==> src/common/mem_pkg.sv <==
// memory command unit package with operation codes, width types and the records between stages
package mem_pkg;

	// default geometry of the RAM, overridden through the top level parameters.
	localparam int ADDR_BITS = 8;
	localparam int WORD_BITS = 8;
	localparam int NUM_PORTS = 2;

	// a RAM address.
	typedef logic [ADDR_BITS-1:0] addr_t;

	// one data word as stored in the RAM and returned to the host.
	typedef logic [WORD_BITS-1:0] word_t;

	// host operations, two bits wide on the command bus.
	typedef enum logic [1:0] {
		op_read  = 2'd0,	// return the stored word.
		op_write = 2'd1,	// store data and return it.
		op_add   = 2'd2,	// add the operand, store and return the sum.
		op_swap  = 2'd3		// store data and return the previous word.
	} mem_op_e;

	// host command as presented with req.
	typedef struct packed {
		mem_op_e op;		// operation to run.
		addr_t   addr;		// target word.
		word_t   data;		// write data, or the operand for op_add.
	} mem_cmd_t;

	// decoded request from the decoder to the execute stage.
	typedef struct packed {
		mem_op_e op;
		addr_t   addr;
		word_t   data;
		logic    needs_write;	// set when the operation stores a new word.
	} mem_req_t;

	// response from the execute stage to the result stage.
	typedef struct packed {
		word_t word;		// word handed back to the host.
	} mem_rsp_t;

	// the old word is returned for read and swap, the new word otherwise.
	function automatic logic returns_old(input mem_op_e op);
		return (op == op_read) || (op == op_swap);
	endfunction

	// every operation except a plain read writes the RAM.
	function automatic logic op_writes(input mem_op_e op);
		return op != op_read;
	endfunction

	// new word to store for a given operation and old word.
	function automatic word_t new_word(input mem_op_e op, input word_t old_word,
			input word_t data);
		word_t sum;
		sum = old_word + data;		// wraps modulo the word size.
		if (op == op_add) begin
			return sum;
		end
		return data;
	endfunction

endpackage

==> src/verilog/cmd_decode.sv <==
// req/ack command slave that captures a host command and issues one decoded request
module cmd_decode
	import mem_pkg::*;
(
	input  logic     clk,
	input  logic     rst_n,

	// host side.
	input  logic     req,
	input  mem_cmd_t cmd,

	// re-arm from the result stage once the handshake has closed.
	input  logic     done,

	// toward the execute stage.
	output logic     req_valid,
	output mem_req_t dec
);

	typedef enum logic [1:0] {
		dec_idle,	// waiting for req.
		dec_split,	// command captured, building the request.
		dec_wait	// request issued, waiting for done.
	} dec_state_e;

	dec_state_e state;
	mem_cmd_t   cmd_q;		// command as sampled with req.

	// control path.
	always_ff @(posedge clk or negedge rst_n) begin
		if (!rst_n) begin
			state     <= dec_idle;
			req_valid <= 1'b0;
		end else begin
			req_valid <= 1'b0;
			case (state)
				dec_idle: begin
					if (req) begin
						state <= dec_split;
					end
				end
				dec_split: begin
					req_valid <= 1'b1;		// single cycle strobe.
					state     <= dec_wait;
				end
				dec_wait: begin
					// a held req is ignored here, only done frees the decoder.
					if (done) begin
						state <= dec_idle;
					end
				end
				default: state <= dec_idle;
			endcase
		end
	end

	// payload path.
	always_ff @(posedge clk) begin
		if (state == dec_idle && req) begin
			cmd_q <= cmd;
		end
		if (state == dec_split) begin
			dec.op          <= cmd_q.op;
			dec.addr        <= cmd_q.addr;
			dec.data        <= cmd_q.data;
			dec.needs_write <= op_writes(cmd_q.op);	// write, add and swap.
		end
	end

endmodule

==> config.mk <==
export PLATFORM = sky130hd
export DESIGN_NAME = cmd_decode
export DESIGN_NICKNAME = d
export VERILOG_FILES = /design/src/common/mem_pkg.sv /design/src/verilog/cmd_decode.sv
export SDC_FILE = /design/constraint.sdc
export NUM_CORES = 1
export LEC_CHECK = 0
export BUFFER_PORTS_ARGS = -buffer_cell sky130_fd_sc_hd__buf_2
export CAP_MARGIN = 20
export CORE_ASPECT_RATIO = 0.5
export CORE_MARGIN = 10
export CORE_UTILIZATION = 47
export DETAILED_ROUTE_END_ITERATION = 6
export HOLD_SLACK_MARGIN = 0.03
export PLACE_DENSITY = 0.81
export SLEW_MARGIN = 30
export SYNTH_ARGS = -nofsm -noshare
export SYNTH_HDL_FRONTEND = slang
export SYNTH_SLANG_ARGS = --single-unit
==> constraint.sdc <==
create_clock -name clk -period 2.94 [get_ports clk]
set_input_delay 0.588 -clock clk [delete_from_list [all_inputs] [get_ports clk]]
set_output_delay 0.588 -clock clk [all_outputs]
set_load 0.005 [all_outputs]
# Word-level counts from Yosys, hierarchy flattened

Index checks and enable logic that the tools add are counted.

Bits of input ports: 22
Word-level logic and storage cells: 21
Register bits: 40

Multiplexer cells: 4
Reductions and logical operators: 4
Equality and inequality tests: 4

Operator list:

| cell                                          | number |
|---|---|
| case mux 2 bit (3 select lines)               | 1 |
| two-way mux 2 bit                             | 2 |
| inequality test 2 bit, second input constant  | 2 |
| == test 2 x 1 -> 1 bit, second input constant | 1 |
| == test 2 bit, second input constant          | 1 |
| logical NOT 2 bit                             | 1 |
| AND reduction 2 bit                           | 1 |
| nonzero test 2 bit                            | 1 |
| logical AND 1 bit                             | 1 |
| two-way mux 1 bit                             | 1 |

# Depth between registers and ports, before layout

Depth in word-level cells: 3
Mapped depth: 2
Gate-level depth less buffers: 2

# Least setup slack after synthesis

OpenSTA, ideal clock, no wires.

Path kind: input-to-reg
From: in req
To: reg cmd_q[0] (netlist name) (enable)
Arrival time: 1.969 ns
Path buffers: 0
Path slack: 0.551 ns
Cell stages on the path: 1
Data required time: 2.520 ns
Setup time: 0.420 ns
Cell sequence: nor3b_1

Word-level cells in the longest chain between the ends: 1

RTL lines:

| what                 | line             | RTL |
|---|---|---|
| start, declared      | cmd_decode.sv:9  | `input logic req,` |
| logical AND 1 bit    | cmd_decode.sv:59 | `if (state == dec_idle && req) begin` |
| end signal, assigned | cmd_decode.sv:60 | `cmd_q <= cmd;` |
| end, declared        | cmd_decode.sv:27 | `mem_cmd_t cmd_q;` |

No other way between the ends.
A chain may end at the register's enable or synchronous reset.

# Worst setup path in the final report

From: reg state[1]
To: reg cmd_q[16] (netlist name) (enable)

Word-level cells in the longest chain between the ends: 2

RTL lines:

| what                   | line             | RTL |
|---|---|---|
| start, declared        | cmd_decode.sv:26 | `dec_state_e state;` |
| start signal, assigned | cmd_decode.sv:32 | `state <= dec_idle;` |
| start signal, assigned | cmd_decode.sv:39 | `state <= dec_split;` |
| start signal, assigned | cmd_decode.sv:44 | `state <= dec_wait;` |
| logical NOT 2 bit      | cmd_decode.sv:59 |  |
| logical AND 1 bit      | cmd_decode.sv:59 |  |

No other way between the ends.

==> metrics.txt <==
area of the multi-input gates=53.8 µm²; Synth Area per Inst=26.7 µm²; fill cell count=156; met2 Use GR=15.9%; min Tclk post-route=1.58 ns; Antenna Nets Post-Route=0; layout cell share with drive strength beyond 1=55.2%; Hold WC Path Type=primary input to asynchronous set/reset pin; flops & latches, synth=40; post-synth cell types=6; die area=0.00518 mm²; RSZ-0062 raised after global routing=no; Final Skew=0.00467 ns; CTS buffer count=5; drt drc=0; post-synthesis sequential area ratio=96.6%; total grt overflow=0; Peak Freq=631 MHz; synthesis-to-finish area growth=31.8%; initial antenna violation count=0; max-cap viol count=0; Starting Density=52.4%; Port Buffers=41; Setup Viol. Count Final=0; Worst EP arrival=1.57 ns; final-report hold violation count=0; GR Util met1=7.53%; # rows=12; Post-Syn Nets=68; Hold Worst Slack=0.0889 ns; largest net degree at the start of global routing=22; Max-Slew Margin vs Limit=59.3%; clock-pin slew on the worst setup and hold paths=0.07 ns; GRT Total Usage=8.48%; most numerous cell in the Yosys netlist=edfxtp_1; postcts setup bufs=0; clk sinks=40; via count of the first global-routing pass=645; first drt pass iteration count=4; # H-tree levels=2; Clock Latency Late Sink=0.28 ns; Routed WL=2150 µm; Leak Pwr=0.000632 µW; Synthesis Warnings=0; Worst Reg2Reg Path Length in Cells=2; Final Net Count=117; CTS tree=done; setup TNS=0 ns; GR Layer Usage met3=3.62%; cell count after synthesis=46; synth cell count leaders=edfxtp_1 (37), dfrtp_1 (3), nor3b_1 (3); Worst-Margin Slew=0.608 ns; DRT iter0 DRCs=38; Critical Path Source Type=register; largest cells by area after synthesis=edfxtp_1 (91%), dfrtp_1 (6.1%), nor3b_1 (1.8%); CTS Buffer Depth=2; CTS Hold Bufs=0; status=finished clean; core area=0.00234 mm²; WL/cell=16.4 µm; clock root cell=clkbuf_8; Cell Pwr Density=908 mW/mm²; vias=582; crit path kind=register to register; post-synthesis instance area=0.00123 mm²; Storage cell area=0.00119 mm²; first-pass GRT wire length=3350 µm; Post-synth EDFFs=37; number of max-slew violations in the final report=0; final period utilization=53.9%; gpl congestion=0.700; Die Y=56.1 µm; die span in x=92.3 µm; final antenna diode count=0; Max VDD drop=392 µV; Critical Path End Type=register; Crit Path Max Fanout=11; Yosys top cell area share=90.5%; Main synth FF type=edfxtp_1; vias per inst=4.44; Yosys top cell by area=edfxtp_1; IO Pins=42; Async S/R FF share, synth=7.50%; Critical Path RT=2.93 ns; post_cts resized=0; Most Used Layer, Global Route=met2
[path summary, 6_finish.rpt]
check	from	end	slack [ns]
hold / removal	rst_n	req_valid	0.09
setup / recovery	state[1]	cmd_q[16]	1.36
setup reg to reg	state[1]	cmd_q[16]	1.36
min in group clk	cmd_q[1]	dec[2]	0.42
max in group asynchronous	rst_n	state[1]	2.74
hold reg to reg	cmd_q[1]	dec[2]	0.42
[cells by family after synthesis]
group            count (synthesis)  share of synthesized area, %
DFF                             40                          96.6
and+or+nand+nor                  6                          3.36
[area by class of cell]
cell class              count  share of cell area (%)
clock inverters             2                    2.40
well taps                  35                    2.71
flip-flops and latches     40                    73.3
multi-input cells           6                    3.33
clock buffers               6                    5.10
repair buffers             42                    13.1
[metrics by stage]
step           total power (µW)  util [%]  worst slack [ns]  instances  instance area [µm²]
2_1_floorplan               909         -             0.551         46                 1230
3_3_place_gp               1010      63.7              1.20        123                 1490
3_5_place_dp               1030      63.7              1.12        123                 1490
4_1_cts                    1480      68.9              1.35        131                 1610
5_1_grt                    1540      69.1              1.26        131                 1620
6_report                   1470      69.1              1.36        131                 1620
[cells in the final DEF, fill, tap and decap left out]
| cell | count |
|---|---|
| bufinv_16 | 1 |
| nor3b_2 | 1 |
| or2_1 | 1 |
| edfxtp_1 | 37 |
| clkinv_4 | 1 |
| nor2b_4 | 1 |
| buf_4 | 1 |
| clkbuf_8 | 6 |
| nor3b_1 | 2 |
| buf_2 | 41 |
| dfrtp_1 | 3 |
| or2_2 | 1 |
[state kept, by name, summed over array words and instances (netlist names)]
name,flops
cmd_q,18
state,2
dec,19
req_valid,1
[worst max-delay path, stage by stage (launching register included)]
cell     delay, ns
dfrtp_1       0.45
nor3b_2       0.54
buf_4         0.31
[power by group]
group / internal (µW) / total [µW] / switching [µW] / leakage (µW)
logic: 73.0 / 178 / 105 / 0.000186
registers: 793 / 836 / 43.3 / 0.000384
clock network: 277 / 454 / 177 / 0.0000614
[per-layer routing]
layer / vias to the layer above / wire (µm)
li1: 276 / -
met1: 272 / 798
met2: 28 / 1160
met3: 6 / 134
met4: 0 / 57
met5: - / 0
Power figures use the tool's default switching activity.
