<file path="src/common/mem_pkg.sv">
// memory command unit package with operation codes, width types and the records between stages
package mem_pkg;

	// default geometry of the RAM, overridden through the top level parameters.
	localparam int ADDR_BITS = 8;
	localparam int WORD_BITS = 8;
	localparam int NUM_PORTS = 2;

	// a RAM address.
	typedef logic [ADDR_BITS-1:0] addr_t;

	// one data word as stored in the RAM and returned to the host.
	typedef logic [WORD_BITS-1:0] word_t;

	// host operations, two bits wide on the command bus.
	typedef enum logic [1:0] {
		op_read  = 2'd0,	// return the stored word.
		op_write = 2'd1,	// store data and return it.
		op_add   = 2'd2,	// add the operand, store and return the sum.
		op_swap  = 2'd3		// store data and return the previous word.
	} mem_op_e;

	// host command as presented with req.
	typedef struct packed {
		mem_op_e op;		// operation to run.
		addr_t   addr;		// target word.
		word_t   data;		// write data, or the operand for op_add.
	} mem_cmd_t;

	// decoded request from the decoder to the execute stage.
	typedef struct packed {
		mem_op_e op;
		addr_t   addr;
		word_t   data;
		logic    needs_write;	// set when the operation stores a new word.
	} mem_req_t;

	// response from the execute stage to the result stage.
	typedef struct packed {
		word_t word;		// word handed back to the host.
	} mem_rsp_t;

	// the old word is returned for read and swap, the new word otherwise.
	function automatic logic returns_old(input mem_op_e op);
		return (op == op_read) || (op == op_swap);
	endfunction

	// every operation except a plain read writes the RAM.
	function automatic logic op_writes(input mem_op_e op);
		return op != op_read;
	endfunction

	// new word to store for a given operation and old word.
	function automatic word_t new_word(input mem_op_e op, input word_t old_word,
			input word_t data);
		word_t sum;
		sum = old_word + data;		// wraps modulo the word size.
		if (op == op_add) begin
			return sum;
		end
		return data;
	endfunction

endpackage

</file>
<file path="src/verilog/mem_execute.sv">
// execute stage that reads the old word, computes the new one and writes it back
module mem_execute
	import mem_pkg::*;
(
	input  logic     clk,
	input  logic     rst_n,

	// decoded request.
	input  logic     req_valid,
	input  mem_req_t dec,

	// RAM access, reads on port 0 and writes on port 1.
	output logic     read_ena,
	output logic     write_ena,
	output addr_t    addr,
	output word_t    wdata,
	input  word_t    rdata,

	// toward the result stage.
	output logic     rsp_valid,
	output mem_rsp_t rsp
);

	typedef enum logic [1:0] {
		st_idle,	// waiting for req_valid.
		st_read,	// read issued on port 0.
		st_compute,	// read data valid, write through port 1.
		st_respond	// response presented for one cycle.
	} ex_state_e;

	ex_state_e state;
	mem_req_t  req_q;		// request under execution.
	word_t     next_word;		// word to be stored.

	// every operation walks the same path, so the latency never changes.
	always_ff @(posedge clk or negedge rst_n) begin
		if (!rst_n) begin
			state <= st_idle;
		end else begin
			case (state)
				st_idle: begin
					if (req_valid) begin
						state <= st_read;
					end
				end
				st_read:    state <= st_compute;
				st_compute: state <= st_respond;
				st_respond: state <= st_idle;
				default:    state <= st_idle;
			endcase
		end
	end

	always_ff @(posedge clk) begin
		if (state == st_idle && req_valid) begin
			req_q <= dec;
		end
		if (state == st_compute) begin
			// read and swap hand back the old word, write and add the new one.
			if (returns_old(req_q.op)) begin
				rsp.word <= rdata;
			end else begin
				rsp.word <= next_word;
			end
		end
	end

	// sum or plain data, depending on the operation.
	assign next_word = new_word(req_q.op, rdata, req_q.data);

	// RAM controls follow the state directly.
	assign read_ena  = (state == st_read);
	assign write_ena = (state == st_compute) && req_q.needs_write;
	assign addr      = req_q.addr;
	assign wdata     = next_word;

	assign rsp_valid = (state == st_respond);

endmodule

</file>
<file path="config.mk">
export PLATFORM = sky130hd
export DESIGN_NAME = mem_execute
export DESIGN_NICKNAME = d
export VERILOG_FILES = /design/src/common/mem_pkg.sv /design/src/verilog/mem_execute.sv
export SDC_FILE = /design/constraint.sdc
export NUM_CORES = 1
export LEC_CHECK = 0
export BUFFER_PORTS_ARGS = -buffer_cell sky130_fd_sc_hd__buf_2
export CAP_MARGIN = 25
export CELL_PAD_IN_SITES_DETAIL_PLACEMENT = 0
export CELL_PAD_IN_SITES_GLOBAL_PLACEMENT = 1
export CORE_MARGIN = 2
export CORE_UTILIZATION = 41
export DETAILED_ROUTE_END_ITERATION = 12
export PLACE_DENSITY_LB_ADDON = 0.2
export SETUP_SLACK_MARGIN = 0.3
export SLEW_MARGIN = 20
export SYNTH_ARGS = -nofsm -noshare
export SYNTH_HDL_FRONTEND = slang
export SYNTH_SLANG_ARGS = --single-unit
</file>
<file path="constraint.sdc">
create_clock -name clk -period 4.6 [get_ports clk]
set_input_delay 0.23 -clock clk [delete_from_list [all_inputs] [get_ports clk]]
set_output_delay 0.23 -clock clk [all_outputs]
set_load 0.01 [all_outputs]
</file>
# Word-level counts from Yosys, hierarchy flattened
# Cells that the tools add are included.
dict set report op_classes {
  eq_ne 6
  n_reduce_logical 5
  n_mux 6
  addsub 1
}
# op n
set ops {}
lappend ops {{two-way mux 8 bit} 3}
lappend ops {{adder 8 bit} 1}
lappend ops {{== test 2 bit (second input constant)} 4}
lappend ops {{case mux 2 bit (4 select lines)} 1}
lappend ops {{logical NOT 2 bit} 2}
lappend ops {{== test 2 x 1 -> 1 bit (second input constant)} 1}
lappend ops {{logical AND 1 bit} 2}
lappend ops {{two-way mux 2 bit} 1}
lappend ops {{inequality test 2 bit (second input constant)} 1}
lappend ops {{logical OR 1 bit} 1}
lappend ops {{two-way mux 1 bit} 1}
dict set report totals {
  in_bits 30
  out_inout_bits 27
  regBits 29
}

# Depth between registers and ports, before layout
# Gate-level depths: netlist of run 1.
dict set report depth {
  word_depth 4
  mapped_depth 8
  mapped_depth_nobuf 8
}

# Worst setup path before layout of run 1
# OpenSTA, ideal clock, no wires.
dict set report synth_timing {
  path_kind {flip-flop to output port}
  startpoint {register req_q[1] (netlist bit)}
  endpoint {output port wdata[6]}
  stages_incl_launch_ff 9
  arrival_time_ps 1813
  path_buffers 0
  path_slack_ps 2557
  cell_sequence {edfxtp_1 -> ha_1 -> inv_1 -> fa_1 -> nor2b_4 -> o31a_1 -> o21a_1 -> or3_1 -> nand3_1}
}
dict set report synth_via {
  elab_chain_cells 3
}
# element line_no
set synth_rtl {}
lappend synth_rtl {{start: declaration} mem_execute.sv:32} ;# mem_req_t req_q;
lappend synth_rtl {{start signal: assignment} mem_execute.sv:56} ;# req_q <= dec;
lappend synth_rtl {{adder 8 bit} mem_pkg.sv:57} ;# sum = old_word + data;
lappend synth_rtl {{two-way mux 8 bit} mem_pkg.sv:58} ;# if (op == op_add) begin
lappend synth_rtl {{two-way mux 8 bit} mem_pkg.sv:61} ;# return data;
lappend synth_rtl {{end: declaration} mem_execute.sv:16} ;# output word_t wdata,
# Every way passes these cells. The select of a mux whose other input is x is not followed.

# Final worst setup path of run 1
# Ends and elaborated chain as after synthesis.

==> impl_metrics.toml, run 1 <==
[sta]
final.setup.tns_ps = 0
finClkSkew_ps = 7.37
rsz0062_at_grt = "false"
max_slew_margin_pct = 35.7
finalCritPeriodShare_pct = 54.1
finalWorstPathRequiredPeriod_ps = 2490
max_slew.worst_pin.slew_ps = 965
max_slew_violation_total_from_the_final_report = 0
final-hold-violation-count = 0
setup_viol = 0
postLayoutSetupSlackWorst_ps = 2110
fmax_mhz = 402

[finish]
multi_input_comb_area_um2 = 646
fill_cells = 339
count_of_inserted_antenna_diode_cells = 0
count_of_nets_after_finishing = 224
final_common_cell = "buf_2"
layout.cells.most_common_list = "56 x buf_2, 27 x edfxtp_1, 13 x ha_1"
area_taken_by_flip_flops_and_latches_um2 = 861
synthToLayoutAreaGrowth_pct = 24.2
fraction_of_final_layout_cells_sized_beyond_drive_strength_1_pct = 40.3
layout.cell_area.non_filler_um2 = 2000

[synth]
synthesis.area_um2 = 1610
yosys_most_used_dff = "edfxtp_1"
seq_area_frac_synth_pct = 53.5
synthCells = 126
synth.ff_latch_count = 29
async_flop_share_pct = 6.90
yosys_warnings = 0
synth_cell_types = 32
synthesis.nets = 170
avgSynthCellArea_um2 = 12.8
edff_count_synth = 27

[clock_network]
clk-insertion-delay-late_ps = 280
cts_inserted_buffers = 5
clk_transition_reported_paths_ps = 60
clk_root_buffer_cell = "clkbuf_8"
cts-root-to-sink-buffers = 2
h-tree-depth = 2
clkSinkCount = 29
number_of_gates_given_a_new_drive_strength_after_cts = 0
tritoncts_clock_tree = "built"

[floorplan]
die_width_um = 66.6
starting_density_of_the_core_pct = 43.3
core_area_um2 = 3720
rows = 22
die_h_um = 66.6
dieArea_um2 = 4440
ios = 57

[worst_setup_path]
worstSetupStartpointType = "flip-flop"
worst_reg2reg_setup_slack_ps = 2490
worst_setup_path_end_kind = "output port"
cp_max_fanout = 3
critical_path.reg2reg.startpoint = "req_q[1]"
critical_path_required_ps = 4370
worst_ep_arrival_time_ps = 2260
regToRegEndpoint = "rsp[6]"
timing_worst_setup_path_type = "reg -> out"
ff2ff_path_depth = 8

[place]
dp_worst_setup_slack_ps = 2400
dpl-instance-area_um2 = 1880
gp_routability_congestion = 0.803
placement.io_buffers = 56
dp.final_hpwl_mm = 2.27

[min_path]
holdCritStartpoint = "dec[6]"
hold-path-cell-count = 1
hold_path_end = "req_q[6]"
min-delay-path-class = "in -> reg"

[route]
drc = 0
finalWirelength_mm = 3.07
drt_iter0_drc = 26
route.antenna.remaining_nets = 0
drt_pass1_iterations = 4
route.detailed.vias_per_inst = 4.91
detail_route.wl_per_cell_um = 13.4
vias = 1125

[power_and_ir_drop]
leakagePower_nw = 0.868
irDropWorstVdd_mv = 0.335
power.density_nw_per_um2 = 503

[grt]
pin_count_of_the_biggest_net_entering_global_routing = 20
grt_util_all_layers_pct = 15.2
first_global_vias = 1122
initial_antenna_violation_count = 0
grt_pass1_wl_mm = 4.94
grt_overflow = 0

[status]
status = "finished clean"

[flow_run]
maxcap_violations = 0
==> flip-flops by register name, summed over array words and instances (netlist names) <==
name and flops:
rsp 8, state 2, req_q 11, addr 8
==> routing by layer <==
| metal | part of all wire [%] | GRT usage, % | wire [µm] |
|---|---|---|---|
| met1 | 40 | 17.4 | 1230 |
| met2 | 51 | 25.8 | 1560 |
| met3 | 7.5 | 5.91 | 231 |
| met4 | 1.6 | 5.36 | 49 |
| met5 | 0 | 0 | 0 |
==> stage by stage <==
stage	util [%]	hold slack [ps]	total power, mW	std cells
floorplan	-	-65.6	0.650	126
global placement	50.6	14.8	0.749	220
detailed placement	50.6	16.3	0.763	220
CTS	53.7	117	1.02	229
global route	53.7	119	1.08	229
finish	53.7	124	1.00	229
==> critical path, cell delays in order (launching register included) <==
cell and delay [ps]:
edfxtp_1 380, ha_1 230, inv_1 80, fa_1 240
nor2b_4 50, o31a_1 250, o21a_1 180, or3_1 370
nand3_1 90, buf_2 130
==> how the worst max path moves through the flow <==
stage                     slack (ps)  endpoint  depth (start not counted)  startpoint
after global routing            1960  wdata[6]                          9    req_q[1]
after detailed placement        2400  wdata[6]                          9    req_q[1]
after CTS                       2090  wdata[6]                          9    req_q[1]
after global placement          2420  wdata[6]                          9    req_q[1]
after floorplan                 2560  wdata[6]                          8    req_q[1]
final                           2110  wdata[6]                          9    req_q[1]
==> cell type report <==
| cell class | instances | share of cell area [%] |
|---|---|---|
| timing repair buffer | 57 | 14.5 |
| inverter | 9 | 1.69 |
| tap | 48 | 3.01 |
| clock inverter | 2 | 1.69 |
| sequential | 29 | 43.1 |
| clock buffer | 6 | 3.63 |
| multi-input combinational | 78 | 32.3 |
==> where the power goes <==
group	switching, mW	total [mW]	internal (mW)
clock	0.0924	0.252	0.160
sequential	0.0239	0.400	0.376
combinational	0.200	0.353	0.153
==> timing repair <==
item                                    4_1_cts  5_1_grt
endpoints found under the setup margin        0        0
endpoints found under the hold margin         2        0
hold buffers                                  1        0
buffers inserted                              0        0
==> kinds of logic after synthesis <==
family	count (synthesis)	synth area share (%)
flip-flops	29	53.5
AO/OA/AOI/OAI	27	11.5
AND/OR/NAND/NOR	22	7.47
buffers and inverters	19	6.30
adder cells (fa/ha/maj)	14	11.4
multiplexers	12	8.17
XOR/XNOR	3	1.63
==> synth_stat cells (all sizes together), types with 2 or more instances <==
cell type	number	area, µm²
mux2	9	101
a21oi	8	40.0
dfrtp	2	50.1
nand3	2	10.0
nand2	5	18.8
a21o	2	15.0
ha	13	163
nor2	3	11.3
inv	9	33.8
o21a	3	22.5
and2	2	12.5
o21ai	4	20.0
xnor2	3	26.3
o21bai	2	15.0
nand2b	4	25.0
edfxtp	27	811
buf	9	63.8
nor3	2	10.0
nor2b	3	26.3
a211oi	3	27.5
mux2i	3	30.0
(Power assumes the default switching activity.)
==> run 2, diff against run 1 <==
--- a/config.mk
+++ b/config.mk
@@ -10,7 +10,7 @@
 export CELL_PAD_IN_SITES_DETAIL_PLACEMENT = 0
 export CELL_PAD_IN_SITES_GLOBAL_PLACEMENT = 1
 export CORE_MARGIN = 2
-export CORE_UTILIZATION = 41
+export CORE_UTILIZATION = 34
 export DETAILED_ROUTE_END_ITERATION = 12
 export PLACE_DENSITY_LB_ADDON = 0.2
 export SETUP_SLACK_MARGIN = 0.3
==> constraint.sdc (replaced) <==
create_clock -name clk -period 2.2 [get_ports clk]
set_input_delay 0.11 -clock clk [delete_from_list [all_inputs] [get_ports clk]]
set_output_delay 0.11 -clock clk [all_outputs]
set_load 0.01 [all_outputs]
==> impl_metrics.toml, run 2 (same netlist as run 1, synthesis figures left out) <==
[route]
wl_met2_mm = 1.82
top_layer_used = "met4"
drt-met1-wl_mm = 1.40
drt_pass1_iterations = 4
routed_wl_met3_um = 217
finalWirelength_mm = 3.51
drc = 0
vias = 1251
detail_route.wl_per_cell_um = 13.4
drt_iter0_drc = 35
route.detailed.vias_per_inst = 4.79
route.antenna.remaining_nets = 0

[worst_setup_path]
worst-path-buf-inv = 2
crit_path_top_delay_cell = "edfxtp_1"
worst_ep_arrival_time_ps = 2200
cp_max_fanout = 2
timing_worst_setup_path_type = "reg -> out"
critical_path_required_ps = 2090
critical-path-top-delay-family = "simple AND/OR/NAND/NOR gates"
crit_chain = "ha_4, inv_2, fa_2, nor2b_4, o31a_1, o21a_1, or3_4, nand3_2, buf_6"
worst_setup_path_end_kind = "output port"
worstSetupStartpointType = "flip-flop"
worst_reg2reg_setup_slack_ps = -10
critical-path-max-stage-delay_ps = 430

[grt]
grt_util_all_layers_pct = 14.0
initial_antenna_violation_count = 0
grt_pass1_wl_mm = 5.57
grt_overflow = 0
first_global_vias = 1269
pin_count_of_the_biggest_net_entering_global_routing = 14

[sta]
finalCritPeriodShare_pct = 105
rsz0062_at_grt = "true"
max_slew_violation_total_from_the_final_report = 0
setup_viol = 2
finalWorstPathRequiredPeriod_ps = 2310
postLayoutSetupSlackWorst_ps = -107
max_slew.worst_pin.slew_ps = 554
fmax_mhz = 433
final-hold-violation-count = 0
finClkSkew_ps = 6.50
final.setup.tns_ps = -119
max_slew_margin_pct = 63.1

[floorplan]
starting_density_of_the_core_pct = 34.7
rows = 25
die_width_um = 72.8
die_h_um = 72.8
dieArea_um2 = 5290
core_area_um2 = 4630
ios = 57

[power_and_ir_drop]
combinationalPowerShare_pct = 39.5
irDropWorstVdd_mv = 0.519
p_sw_mw = 0.732
power.share.switching_pct = 31.9
sequentialPowerShare_pct = 36.6
leakagePower_nw = 1.02
clock_power_share_pct = 23.9
p_int_mw = 1.56
power.density_nw_per_um2 = 960

[clock_network]
cts-root-to-sink-buffers = 2
tritoncts_clock_tree = "built"
clk_root_buffer_cell = "clkbuf_8"
clk_transition_reported_paths_ps = 60
clkSinkCount = 29
h-tree-depth = 2
cts_inserted_buffers = 5
clk-insertion-delay-late_ps = 280

[finish]
count_of_inserted_antenna_diode_cells = 0
count_of_nets_after_finishing = 250
fraction_of_final_layout_cells_sized_beyond_drive_strength_1_pct = 47.3
synthToLayoutAreaGrowth_pct = 48.6
stdcell_count = 261
layout.cell_area.non_filler_um2 = 2390
fill_cells = 431
layout.cells.most_common_list = "52 x buf_2, 27 x edfxtp_1, 18 x dlygate4sd3_1"
final_common_cell = "buf_2"
largest_register_ffs = 11
largest_register = "req_q"

[place]
dp.final_hpwl_mm = 2.48
gp_routability_congestion = 0.818
dp_worst_setup_slack_ps = 130
placement.io_buffers = 56
place_inst = 230
dpl-instance-area_um2 = 1930

[min_path]
min-delay-path-class = "in -> reg"

[flow_run]
maxcap_violations = 0

[status]
status = "complete, but fails checks"
violations = "setup timing"
run 2: worst paths after layout:
kind,start,end,cells past startpoint
worst max-delay path,req_q[1],wdata[6],9
worst min-delay path,dec[3],req_q[3],1
worst max register to register,req_q[1],rsp[6],9
worst min register to register,state[1],state[1],1
max in group asynchronous,rst_n,state[0],2
min in group asynchronous,rst_n,state[1],2
run 2: metrics by stage:
stage | util, % | power (mW) | hold slack [ps]
finish | 51.6 | 2.29 | 8.14
global route | 51.6 | 2.45 | 1.77
detailed placement | 41.6 | 1.62 | -101
CTS | 49.2 | 2.26 | 0.114
global placement | 41.6 | 1.60 | -104
floorplan | - | 1.37 | -186
run 2: area by class of cell:
cell class                      instances  area, µm²  area share (%)
Inverter                                9       33.8            1.41
Sequential cell                        29        861            36.0
Clock inverter                          3       41.3            1.73
Tap cell                               54       67.6            2.83
Timing Repair Buffer                   83        553            23.1
Clock buffer                            5       68.8            2.88
Multi-Input combinational cell         78        764            32.0
run 2: power groups by stage:
stage | Combinational, mW | Sequential, mW | Clock [mW]
2_1_floorplan | 0.499 | 0.868 | 0
3_3_place_gp | 0.757 | 0.840 | 0
3_5_place_dp | 0.771 | 0.846 | 0
4_1_cts | 0.861 | 0.837 | 0.563
5_1_grt | 1.00 | 0.853 | 0.590
6_report | 0.906 | 0.840 | 0.547
run 2: worst register-to-register path: stages (launching register included):
cell	delay (ps)
edfxtp_1	430
ha_4	190
inv_2	50
fa_2	230
nor2b_4	40
o31a_1	250
o21a_1	200
or3_4	340
buf_4	140
a32oi_1	180
run 2: repair_timing:
action	CTS	global route
hold endpoints to repair	15	4
setup buffers	3	2
setup endpoints to repair	12	13
pin swaps	9	7
hold buffers	14	4
gates cloned	0	0
gates resized for setup	16	10
run 2: routing by layer:
layer	GRT usage [%]	vias up
met3	5.11	8
met5	0	-
met4	5.56	0
met1	15.4	587
li1	-	612
met2	24.3	44
