--- src/common/mem_pkg.sv ---
// memory command unit package with operation codes, width types and the records between stages
package mem_pkg;

	// default geometry of the RAM, overridden through the top level parameters.
	localparam int ADDR_BITS = 8;
	localparam int WORD_BITS = 8;
	localparam int NUM_PORTS = 2;

	// a RAM address.
	typedef logic [ADDR_BITS-1:0] addr_t;

	// one data word as stored in the RAM and returned to the host.
	typedef logic [WORD_BITS-1:0] word_t;

	// host operations, two bits wide on the command bus.
	typedef enum logic [1:0] {
		op_read  = 2'd0,	// return the stored word.
		op_write = 2'd1,	// store data and return it.
		op_add   = 2'd2,	// add the operand, store and return the sum.
		op_swap  = 2'd3		// store data and return the previous word.
	} mem_op_e;

	// host command as presented with req.
	typedef struct packed {
		mem_op_e op;		// operation to run.
		addr_t   addr;		// target word.
		word_t   data;		// write data, or the operand for op_add.
	} mem_cmd_t;

	// decoded request from the decoder to the execute stage.
	typedef struct packed {
		mem_op_e op;
		addr_t   addr;
		word_t   data;
		logic    needs_write;	// set when the operation stores a new word.
	} mem_req_t;

	// response from the execute stage to the result stage.
	typedef struct packed {
		word_t word;		// word handed back to the host.
	} mem_rsp_t;

	// the old word is returned for read and swap, the new word otherwise.
	function automatic logic returns_old(input mem_op_e op);
		return (op == op_read) || (op == op_swap);
	endfunction

	// every operation except a plain read writes the RAM.
	function automatic logic op_writes(input mem_op_e op);
		return op != op_read;
	endfunction

	// new word to store for a given operation and old word.
	function automatic word_t new_word(input mem_op_e op, input word_t old_word,
			input word_t data);
		word_t sum;
		sum = old_word + data;		// wraps modulo the word size.
		if (op == op_add) begin
			return sum;
		end
		return data;
	endfunction

endpackage

--- src/verilog/result_return.sv ---
// result stage that holds the returned word and closes the four-phase handshake
module result_return
	import mem_pkg::*;
(
	input  logic     clk,
	input  logic     rst_n,

	// response from the execute stage.
	input  logic     rsp_valid,
	input  mem_rsp_t rsp,

	// host side.
	input  logic     req,
	output logic     ack,
	output word_t    result,

	// pulses once the host has seen ack and released req.
	output logic     done
);

	always_ff @(posedge clk or negedge rst_n) begin
		if (!rst_n) begin
			ack    <= 1'b0;
			result <= '0;
			done   <= 1'b0;
		end else begin
			done <= 1'b0;
			if (rsp_valid) begin
				result <= rsp.word;		// stays valid until the next response.
				ack    <= 1'b1;
			end else if (ack && !req) begin
				// host has dropped req, finish the handshake.
				ack  <= 1'b0;
				done <= 1'b1;
			end
		end
	end

endmodule

--- config.mk ---
export PLATFORM = sky130hd
export DESIGN_NAME = result_return
export DESIGN_NICKNAME = d
export VERILOG_FILES = /design/src/common/mem_pkg.sv /design/src/verilog/result_return.sv
export SDC_FILE = /design/constraint.sdc
export NUM_CORES = 1
export LEC_CHECK = 0
export BUFFER_PORTS_ARGS = -buffer_cell sky130_fd_sc_hd__buf_2
export CORE_AREA = 2 2 39 41
export CTS_CLUSTER_SIZE = 24
export DETAILED_ROUTE_END_ITERATION = 6
export DIE_AREA = 0 0 41 43
export PLACE_DENSITY_LB_ADDON = 0.3
export SLEW_MARGIN = 20
export SYNTH_ARGS = -nofsm -noshare
export SYNTH_HDL_FRONTEND = slang
export SYNTH_SLANG_ARGS = --single-unit
--- constraint.sdc ---
create_clock -name clk -period 0.81 [get_ports clk]
set_input_delay 0.1215 -clock clk [delete_from_list [all_inputs] [get_ports clk]]
set_output_delay 0.1215 -clock clk [all_outputs]
set_load 0.01 [all_outputs]
# Word-level counts from Yosys, hierarchy flattened
# Index checks and enable logic that the tools add are counted.
classes:
  n_shift: 0
  bitwise_logic: 0
  n_eq_ne: 0
  add_sub_neg: 0
  multipliers: 0
  div: 0
  reduce_logical: 3
  muxes: 4
  order_cmp: 0
op_table:
  columns: ["op", "count"]
  rows:
  - ["1-bit two-way mux", 4]
  - ["2-bit nonzero test", 1]
  - ["1-bit logical AND", 1]
  - ["1-bit logical NOT", 1]
totals:
  ram_bits: 0
  word_cells: 10
  out_inout_bits: 10
  register_bits: 10
  romBits: 0
  memories: 0
  latch_bits: 0
  in_bits: 12

# Depth between registers and ports, before layout
# Gate-level depths: netlist of run 1.
logic_depth:
  depth_word: 4
  ltp_mapped: 2
  depth_no_buf: 1

# Worst setup path before layout of run 1
# Ideal clock, no wire load.
synth_timing:
  path_type: "reg2reg"
  from: "register result[0] (netlist name)"
  to: "register result[0]"
  synth_period_minus_slack_ps: 779
  arrival_ps: 654
  setup_ps: 125
  path_stages_with_launch: 2
  slack_ps: 31
  t_required_ps: 685
  n_path_buf: 0
  cell_sequence: "dfrtp_1 > mux2_4"
synth_lines:
  columns: ["element", "line_no", "source"]
  rows:
  - ["end signal, assigned", "result_return.sv:29", "result <= rsp.word;"]
  - ["end, declared", "result_return.sv:15", "output word_t result,"]

# Worst setup path in the final report of run 1
layout_timing:
  from: "register result[3]"
  to: "output port result[3]"
# No word-level cell between the ends.

==> metrics.md, run 1 <==
| Metric | Value |
|---|---|
| Via count | 288 |
| First-pass GRT wire length | around 1100 um |
| Worst hold path class | in2reg |
| Setup TNS | -1090 ps |
| LEAKAGE | ~0.33 nW |
| Filler cells | 139 |
| CTS Sinks | 10 |
| Final net count | between 60 and 70 |
| Hold Fails Final Rpt | 0 |
| Layout cells sized above 1 | 0.769 |
| Period minus WS final | about 910 ps |
| Final worst-path cycle share | 1.12 |
| Setup WS post-layout | -95.5 ps |
| Final setup skew | a little over 0.2 ps |
| RD Place Congestion | around 0.54 |
| Net Count, Synth | 33 |
| RSZ-0062 raised after global routing | yes |
| Most common cell after layout, fill and taps aside | buf_2 |
| Largest net degree at the start of global routing | 11 |
| Total power | between 1 and 1.5 mW |
| Initial antenna violation count | 0 |
| Critical path required time | between 600 and 700 ps |
| P&R area growth vs syn | 53.5% |
| H-tree depth | 1 |
| Final-report setup violation count | 16 |
| Post-synthesis cell area | approximately 400 um^2 |
| Maximum clock path buffer count | 2 |
| Netlist cell types | 5 |
| Max-slew violations | 0 |
| Placed cells | 57 |
| Slew @ Worst Pin | 294 ps |
| Peak VDD IR | ~0.0012 V |
| Vias in the first global route | 257 |
| Fin util | 0.441 |
| Die Y | roughly 43 um |
| Crit path arrival time | a little under 800 ps |
| Via/cell ratio | roughly 4.2 |
| Crit-path max FO | 2 |
| ANT cells | 0 |
| Critical Path Sink Type | output port |
| Routed Antenna Nets | 0 |
| # rows | 14 |
| Slowest-stage cell, CP | dfrtp_1 |
| Starting Density | 0.288 |
| Status | finished, violations left |
| CTS tree | done |
| Clk Latency, worst-skew pair | between 200 and 300 ps |
| Max stage delay on crit path | slightly below 400 ps |
| Pre-CTS setup slack | -42.9 ps |
| Failing checks | setup timing |
| Grt ovf | 0 |
| Max-Cap Viols | 0 |
| Clk root buf | clkbuf_4 |
| CORE AREA | approximately 1400 um^2 |
| DRC violations left | 0 |
| Max-Slew Margin vs Limit | 0.804 |
| #FFs+latches synth | 10 |
| Most frequent cells in the layout | 20 x buf_2, 10 x dfrtp_1, 8 x mux2_4, 5 x buf_4 |
| Startpoint Class | flip-flop |
| Io pins | 22 |
| DIE WIDTH | slightly above 40 um |
| Pwr dens | 1870 nW/um^2 |
| Final Non-Filler Cells | 68 |
| Avg WL per Cell | approximately 11 um |
| Mapped Cells | 21 |
| Delay-heaviest family, CP | flip-flops |
| Synth Warn # | 0 |
| Die area | 1760 um^2 |
| Mapped Avg Cell Area | between 15 and 20 um^2 |
| GRT Total Usage | 0.103 |
| Fmax | between 1000 and 1500 MHz |
| Clock Pin Slew Worst Setup and Hold Paths | roughly 60 ps |
| Routed wire length | 725 um |
| Drt first pass iters | 1 |
| Worst-path cell chain | buf_2 |
| Total CTS buffers | 3 |
| Sequential fraction of the synthesis area | 0.629 |
| Number of port buffers | 21 |
| DR iter-0 viols | 0 |
| CP Buf/Inv Count | 1 |
| Setup CP Type | reg2out |
[power by group]
part,switching [mW],internal [mW]
clock,0.151,0.171
combinational,0.0890,0.166
sequential,0.0223,0.546
[final timing paths]
check	start	endpoint	slack (ps)	cells after the start
max reg2reg	result[5]	result[5]	-60	2
max in group asynchronous	rst_n	result[4]	370	2
max	result[3]	result[3]	-100	1
min in group asynchronous	rst_n	done	250	2
min	req	done	30	2
min reg2reg	result[2]	result[2]	520	1
[layout make-up]
class                      instances  area [um^2]  share of cell area
sequential                        10          250               0.410
timing repair buffer              29          181               0.297
multi-input combinational         10          136               0.223
tap                               16         20.0              0.0328
clock buffer                       3         22.5              0.0369
[cell usage after synthesis, drive strengths merged]
cell type	number	area [um^2]
dfrtp	10	250
mux2	8	120
a21o	1	8.76
buf	1	11.3
nor3b	1	7.51
[logic make-up after synthesis]
| kind of cell | count (synthesis) | share of synthesized area |
|---|---|---|
| buffers and inverters | 1 | 0.0283 |
| flip-flops | 10 | 0.629 |
| AO/OA/AOI/OAI | 1 | 0.0220 |
| multiplexers | 8 | 0.302 |
| AND/OR/NAND/NOR | 1 | 0.0189 |
[worst register-to-register path, stage by stage (launching register included)]
cell     delay, ps
dfrtp_1        370
buf_4          130
mux2_4         250
[sequential cells by signal, summed over array words and instances (netlist names)]
register and count:
result 8, ack 1, done 1
[what timing repair did]
action,in CTS,in global routing
setup buffers,7,0
resized for setup,0,3
hold buffers,1,0
setup endpoints to repair,10,16
endpoints found under the hold margin,10,0
pin swaps,0,0
[routing by layer]
layer  routed length (um)  track usage  vias up
met5                    0            0        -
met4                    0       0.0400        0
met3                   81       0.0942        0
met2                  348        0.125       17
met1                  296        0.125      134
li1                     -            -      137
[through the flow]
stage | hold WS, ps | instance area (um^2)
global route | 20.7 | 611
detailed placement | -6.16 | 512
finish | 27.7 | 611
floorplan | -174 | 398
CTS | 18.6 | 597
global placement | -12.3 | 512
(Power assumes the default switching activity.)
==> run 2, diff against run 1 <==
Settings changed: ABC_AREA from default to 1, GPL_TIMING_DRIVEN from default to 0.
==> run 2 against run 1 <==
The run still ends with setup timing left. Largest cell class unchanged. Critical path depth unchanged. First-iteration DRC count up 2. Clock skew barely moved. Flip-flop and latch count is the same. Highest routed layer is now met4. Clock-buffer cell count is 1 higher. Critical path type unchanged. Setup slack improved by 7.4 ps.
==> metrics.md, run 2 <==
| Metric | Value |
|---|---|
| Combinational fraction of design power | 0.178 (was 0.222) |
| Clock Pin Slew Worst Setup and Hold Paths | 70 ps (was 60 ps) |
| Clock Power Share | 0.362 (was 0.281) |
| GRT Total Usage | 0.111 (was 0.103) |
| Peak VDD IR | 0.000795 V (was 0.00124 V) |
| Post-Place Cell Area | 495 um^2 (was 512 um^2) |
| Layout cells sized above 1 | 0.500 (was 0.769) |
| Startpoint Class | flip-flop (unchanged) |
| Failing checks | setup timing (unchanged) |
| RSZ-0062 raised after global routing | yes (unchanged) |
| Top-count cell post-synth | nand2_1 (was dfrtp_1) |
| Most frequent cells in the layout | 26 x nand2_1, 20 x buf_2, 10 x dfrtp_1, 9 x buf_4, 3 x clkbuf_4 (was 20 x buf_2, 10 x dfrtp_1, 8 x mux2_4, 5 x buf_4) |
| Critical Path Sink Type | output port (unchanged) |
| Max stage delay on crit path | 380 ps (was 390 ps) |
| Pre-CTS setup slack | 164 ps (was -42.9 ps) |
| Crit-path max FO | 2 (unchanged) |
| CP Buf/Inv Count | 1 (unchanged) |
| Max-Slew Margin vs Limit | 0.852 (was 0.804) |
| Max reg flops | 8 (unchanged) |
| Fmax | 1110 MHz (was 1100 MHz) |
| Synth top cells by count | 26 x nand2_1, 10 x dfrtp_1 (was 10 x dfrtp_1, 8 x mux2_4, 1 x a21o_2, 1 x buf_6, 1 x nor3b_1) |
| Ranking of synthesized cells by area | dfrtp_1 67%, nand2_1 26%, buf_6 3.0%, nand2_2 1.7%, nor2_2 1.7% (was dfrtp_1 63%, mux2_4 30%, buf_6 2.8%, a21o_2 2.2%, nor3b_1 1.9%) |
| Number of port buffers | 20 (was 21) |
| RD Place Congestion | 0.553 (was 0.540) |
| CORE AREA | 1380 um^2 (unchanged) |
| DRC violations left | 0 (unchanged) |
| Initial antenna violation count | 0 (unchanged) |
| Slowest-stage cell, CP | dfrtp_1 (unchanged) |
| Status | finished, violations left (unchanged) |
| Hold Fails Final Rpt | 0 (unchanged) |
| Most common cell after layout, fill and taps aside | nand2_1 (was buf_2) |
| Critical path required time | 690 ps (about the same) |
| Via/cell ratio | 3.99 (was 4.24) |
| Largest net degree at the start of global routing | 11 (unchanged) |
| ANT cells | 0 (unchanged) |
| Primary FF master, synth | dfrtp_1 (unchanged) |
| #FFs+latches synth | 10 (unchanged) |
| Reg with most FFs | result (unchanged) |
| Crit path arrival time | 780 ps (about the same) |
| Synth Warn # | 0 (unchanged) |
| Avg WL per Cell | 9.04 um (was 10.7 um) |
| Net Count, Synth | 52 (was 33) |
| First-pass GRT wire length | 1270 um (was 1110 um) |
| Switching share of power | 0.234 (was 0.229) |
| Filler cells | 151 (was 139) |
| Post-route cell area | 609 um^2 (was 611 um^2) |
| Via count | 359 (was 288) |
| Setup WS post-layout | -88.2 ps (was -95.5 ps) |
| Routed wire length | 814 um (was 725 um) |
| Netlist cell types | 6 (was 5) |
| Synth area leader | dfrtp_1 (unchanged) |
| WHS | 33.8 ps (was 27.7 ps) |
| Placed cells | 76 (was 57) |
| Period minus WS final | 898 ps (was 906 ps) |
| Final worst-path cycle share | 1.11 (was 1.12) |
| Max-slew violations | 0 (unchanged) |
| Slew @ Worst Pin | 222 ps (was 294 ps) |
| DR iter-0 viols | 2 (was 0) |
| Setup CP Type | reg2out (unchanged) |
| Total CTS buffers | 3 (unchanged) |
| Async SR Flop Fraction | 1.00 (unchanged) |
| Worst hold path class | in2reg (unchanged) |
| Grt ovf | 0 (unchanged) |
| Worst-path cell chain | buf_2 (unchanged) |
| Vias in the first global route | 293 (was 257) |
| Maximum clock path buffer count | 2 (unchanged) |
| Io pins | 22 (unchanged) |
| Clk root buf | clkbuf_4 (unchanged) |
| P&R area growth vs syn | 62.3% (was 53.5%) |
| Sequential fraction of the synthesis area | 0.667 (was 0.629) |
| # rows | 14 (unchanged) |
| Mapped Cells | 40 (was 21) |
| Post-synthesis cell area | 375 um^2 (was 398 um^2) |
| Starting Density | 0.271 (was 0.288) |
| Die Y | 43 um (unchanged) |
| CTS Sinks | 10 (unchanged) |
| Int Pwr | 930 uW (was 882 uW) |
| LEAKAGE | 0.363 nW (was 0.329 nW) |
| H-tree depth | 1 (unchanged) |
| CTS tree | done (unchanged) |
| Switch Pwr | 283 uW (was 262 uW) |
| Final setup skew | 0.0497 ps (was 0.204 ps) |
| Mapped Avg Cell Area | 9.38 um^2 (was 18.9 um^2) |
| Top-area cell type share of the netlist area | 0.667 (was 0.629) |
| Largest registers | result: 8 flops, ack: 1 flops, done: 1 flops (unchanged) |
| Drt first pass iters | 5 (was 1) |
| Final-report setup violation count | 11 (was 16) |
| Post-synth EDFFs | 0 (unchanged) |
| Pwr dens | 1990 nW/um^2 (was 1870 nW/um^2) |
| Delay-heaviest family, CP | flip-flops (unchanged) |
| Final net count | 87 (was 66) |
| Clk Latency, worst-skew pair | 260 ps (about the same) |
| Final Non-Filler Cells | 90 (was 68) |
| DIE WIDTH | 41 um (unchanged) |
| Max-Cap Viols | 0 (unchanged) |
| Seq pwr share | 0.460 (was 0.496) |
| Die area | 1760 um^2 (unchanged) |
| Post-CTS resize count | 0 (unchanged) |
| Routed Antenna Nets | 0 (unchanged) |
| Total power | 1.21 mW (was 1.14 mW) |
[run 2: repair_timing]
| action | CTS | global route |
|---|---|---|
| setup buffers | 4 | 5 |
| hold buffers | 1 | 0 |
| endpoints found under the setup margin | 10 | 10 |
| endpoints found under the hold margin | 10 | 0 |
[run 2: cell families (layout without fill, tap and decap cells)]
group | after synthesis | in the layout | synth area share
buffers and inverters | 2 | 36 | 0.0400
and+or+nand+nor | 28 | 28 | 0.293
DFF | 10 | 10 | 0.667
[run 2: area by class of cell]
class / instances / area (um^2) / share of cell area
Sequential cell: 10 / 250 / 0.411
Timing Repair Buffer: 30 / 178 / 0.292
Multi-Input combinational cell: 28 / 110 / 0.181
Clock buffer: 4 / 36.3 / 0.0595
Tap cell: 16 / 20.0 / 0.0329
Buffer: 1 / 11.3 / 0.0185
Inverter: 1 / 3.75 / 0.00616
[run 2: final timing paths]
check / startpoint / endpoint / depth (start not counted) / slack [ps]
setup / recovery: result[1] / result[1] / 1 / -90
hold / removal: req / done / 2 / 30
setup reg to reg: result[3] / result[3] / 4 / -10
hold reg to reg: result[5] / result[5] / 2 / 460
max in group asynchronous: rst_n / result[6] / 2 / 380
min in group asynchronous: rst_n / result[3] / 2 / 250
[run 2: per-stage QoR]
| step | util | TNS (ps) |
|---|---|---|
| floorplan | - | 0 |
| global placement | 0.358 | 0 |
| detailed placement | 0.358 | 0 |
| CTS | 0.413 | -903 |
| global route | 0.440 | -1170 |
| finish | 0.440 | -793 |
[run 2: power by group through the flow]
stage               sequential, mW  clock [mW]  combinational (mW)
global route                 0.562       0.477               0.245
detailed placement           0.569           0               0.160
global placement             0.569           0               0.156
CTS                          0.558       0.457               0.190
floorplan                    0.592           0              0.0522
finish                       0.558       0.439               0.216
[run 2: layer usage]
layer,vias to the layer above,share of wire,global-route usage
li1,187,-,-
met1,155,0.41,0.152
met4,0,0.017,0.0800
met5,-,0,0
met3,2,0.093,0.0314
met2,15,0.48,0.144
==> run 3, diff against run 2 <==
Clock period 0.81 ns to 1.1 ns, I/O delays scaled along.
==> run 3 against run 2 <==
The run now ends clean. Register-to-register slack better by 500 ps. Global-route usage is 0.71 points lower. Clock-buffer cell count stayed put. Total power is 30% lower. Die area stayed put. Critical path type unchanged. Largest cell class unchanged.
==> metrics.md, run 3 (synthesis results as in run 2) <==
| Metric | Value |
|---|---|
| DRC violations left | 0 (unchanged) |
| H-tree depth | 1 (unchanged) |
| Final worst-path cycle share | 0.880 |
| Layout cells sized above 1 | 0.431 (was 0.500) |
| Max-slew violations | 0 (unchanged) |
| Final net count | 78 (was 87) |
| Post-CTS setup buffers | 0 (was 4) |
| Post-route cell area | 542 um^2 (was 609 um^2) |
| Switching share of power | 0.235 (was 0.234) |
| Max reg flops | 8 (unchanged) |
| Largest net degree at the start of global routing | 11 (unchanged) |
| Crit path arrival time | 800 ps (was 780 ps) |
| Total CTS buffers | 3 (unchanged) |
| Crit-path max FO | 3 (was 2) |
| Avg WL per Cell | 9.25 um (was 9.04 um) |
| Delay-heaviest family, CP | flip-flops (unchanged) |
| Combinational fraction of design power | 0.138 (was 0.178) |
| Startpoint Class | flip-flop (unchanged) |
| Max-Cap Viols | 0 (unchanged) |
| Clock Pin Slew Worst Setup and Hold Paths | 70 ps (about the same) |
| Max-Slew Margin vs Limit | 0.846 (was 0.852) |
| RD Place Congestion | 0.553 (unchanged) |
| Post-CTS resize count | 0 (unchanged) |
| Hold_buf cts | 1 (unchanged) |
| Pwr dens | 1570 nW/um^2 (was 1990 nW/um^2) |
| Grt ovf | 0 (unchanged) |
| Fin util | 0.392 (was 0.440) |
| Die Y | 43 um (unchanged) |
| Max stage delay on crit path | 400 ps (was 380 ps) |
| Switch Pwr | 200 uW (was 283 uW) |
| Largest registers | result: 8 flops, ack: 1 flops, done: 1 flops (unchanged) |
| Hold Fails Final Rpt | 0 (unchanged) |
| Area of the multi-input gates | 110 um^2 (unchanged) |
| CP Buf/Inv Count | 1 (unchanged) |
| Slowest-stage cell, CP | dfrtp_1 (unchanged) |
| Critical Path Sink Type | output port (unchanged) |
| ANT cells | 0 (unchanged) |
| Io pins | 22 (unchanged) |
| Critical path required time | 940 ps (was 690 ps) |
| RSZ-0062 raised after global routing | no (was yes) |
| P&R area growth vs syn | 44.3% (was 62.3%) |
| CTS tree | done (unchanged) |
| Setup CP Type | reg2out (unchanged) |
| GRT Total Usage | 0.104 (was 0.111) |
| # rows | 14 (unchanged) |
| Status | finished clean (was finished, violations left) |
| Int Pwr | 652 uW (was 930 uW) |
| Clock Power Share | 0.379 (was 0.362) |
| CTS Sinks | 10 (unchanged) |
| Final setup skew | 0.0210 ps (was 0.0497 ps) |
| Drt first pass iters | 3 (was 5) |
| Routed wire length | 749 um (was 814 um) |
| First-pass GRT wire length | 1180 um (was 1270 um) |
| Clk Latency, worst-skew pair | 260 ps (about the same) |
| Post-Place Cell Area | 495 um^2 (unchanged) |
| Most frequent cells in the layout | 26 x nand2_1, 20 x buf_2, 10 x dfrtp_1, 3 x clkbuf_4 (was 26 x nand2_1, 20 x buf_2, 10 x dfrtp_1, 9 x buf_4, 3 x clkbuf_4) |
| Filler cells | 151 (unchanged) |
| Final-report setup violation count | 0 (was 11) |
| Fmax | a little over 1000 MHz |
| Slew @ Worst Pin | 231 ps (was 222 ps) |
| Reg with most FFs | result (unchanged) |
| Most common cell after layout, fill and taps aside | nand2_1 (unchanged) |
| Setup TNS | 0 ps (was -793 ps) |
| DIE WIDTH | 41 um (unchanged) |
| CORE AREA | 1380 um^2 (unchanged) |
| Die area | 1760 um^2 (unchanged) |
| Vias in the first global route | 267 (was 293) |
| LEAKAGE | 0.319 nW (was 0.363 nW) |
| Worst-path cell chain | buf_2 (unchanged) |
| Worst hold path class | in2reg (unchanged) |
| FF/Latch Area | 250 um^2 (unchanged) |
| Period minus WS final | 968 ps |
| Initial antenna violation count | 0 (unchanged) |
| Number of port buffers | 20 (unchanged) |
| Peak VDD IR | 0.000585 V (was 0.000795 V) |
| Seq pwr share | 0.483 (was 0.460) |
| Routed Antenna Nets | 0 (unchanged) |
| Maximum clock path buffer count | 2 (unchanged) |
| Via count | 323 (was 359) |
| Clk root buf | clkbuf_4 (unchanged) |
| Starting Density | 0.271 (unchanged) |
| DR iter-0 viols | 7 (was 2) |
| Via/cell ratio | 3.99 (about the same) |
-- run 3: cell count changes in the layout (fill, tap and decap cells not counted), sizes merged --
cell,before,now
buf,30,21
-- run 3: layout make-up --
cell class | instances | area share
Clock buffer | 4 | 0.0670
Timing Repair Buffer | 21 | 0.203
Buffer | 1 | 0.0208
Inverter | 1 | 0.00693
Tap cell | 16 | 0.0370
Multi-Input combinational cell | 28 | 0.203
Sequential cell | 10 | 0.462
-- run 3: stage by stage --
step                total power [mW]  cells  setup WS (ps)  hold WS (ps)
finish                         0.852     81            132          70.0
global route                   0.903     81           92.1          65.7
CTS                            0.870     81            121          61.7
detailed placement             0.537     76            410          37.2
global placement               0.534     76            414          35.8
floorplan                      0.474     40            466          -131
-- run 3: power groups by stage --
stage               clock, mW  combinational (mW)  sequential [mW]
floorplan                   0              0.0384            0.436
global route            0.352               0.135            0.416
finish                  0.323               0.117            0.412
detailed placement          0               0.118            0.419
global placement            0               0.115            0.419
CTS                     0.337               0.121            0.412
-- run 3: final timing paths --
check,from,to,slack (ps),depth (start not counted)
min,req,done,70,2
max in group asynchronous,rst_n,result[2],620,2
max reg2reg,ack,ack,490,2
min in group asynchronous,rst_n,result[3],290,2
min reg2reg,result[5],result[5],460,2
max,ack,ack,130,1
-- run 3: per-layer routing --
| layer | vias up | part of all wire | GRT usage |
|---|---|---|---|
| met1 | 136 | 0.46 | 0.145 |
| met3 | 2 | 0.10 | 0.0314 |
| li1 | 170 | - | - |
| met2 | 15 | 0.41 | 0.128 |
| met5 | - | 0 | 0 |
| met4 | 0 | 0.019 | 0.0800 |
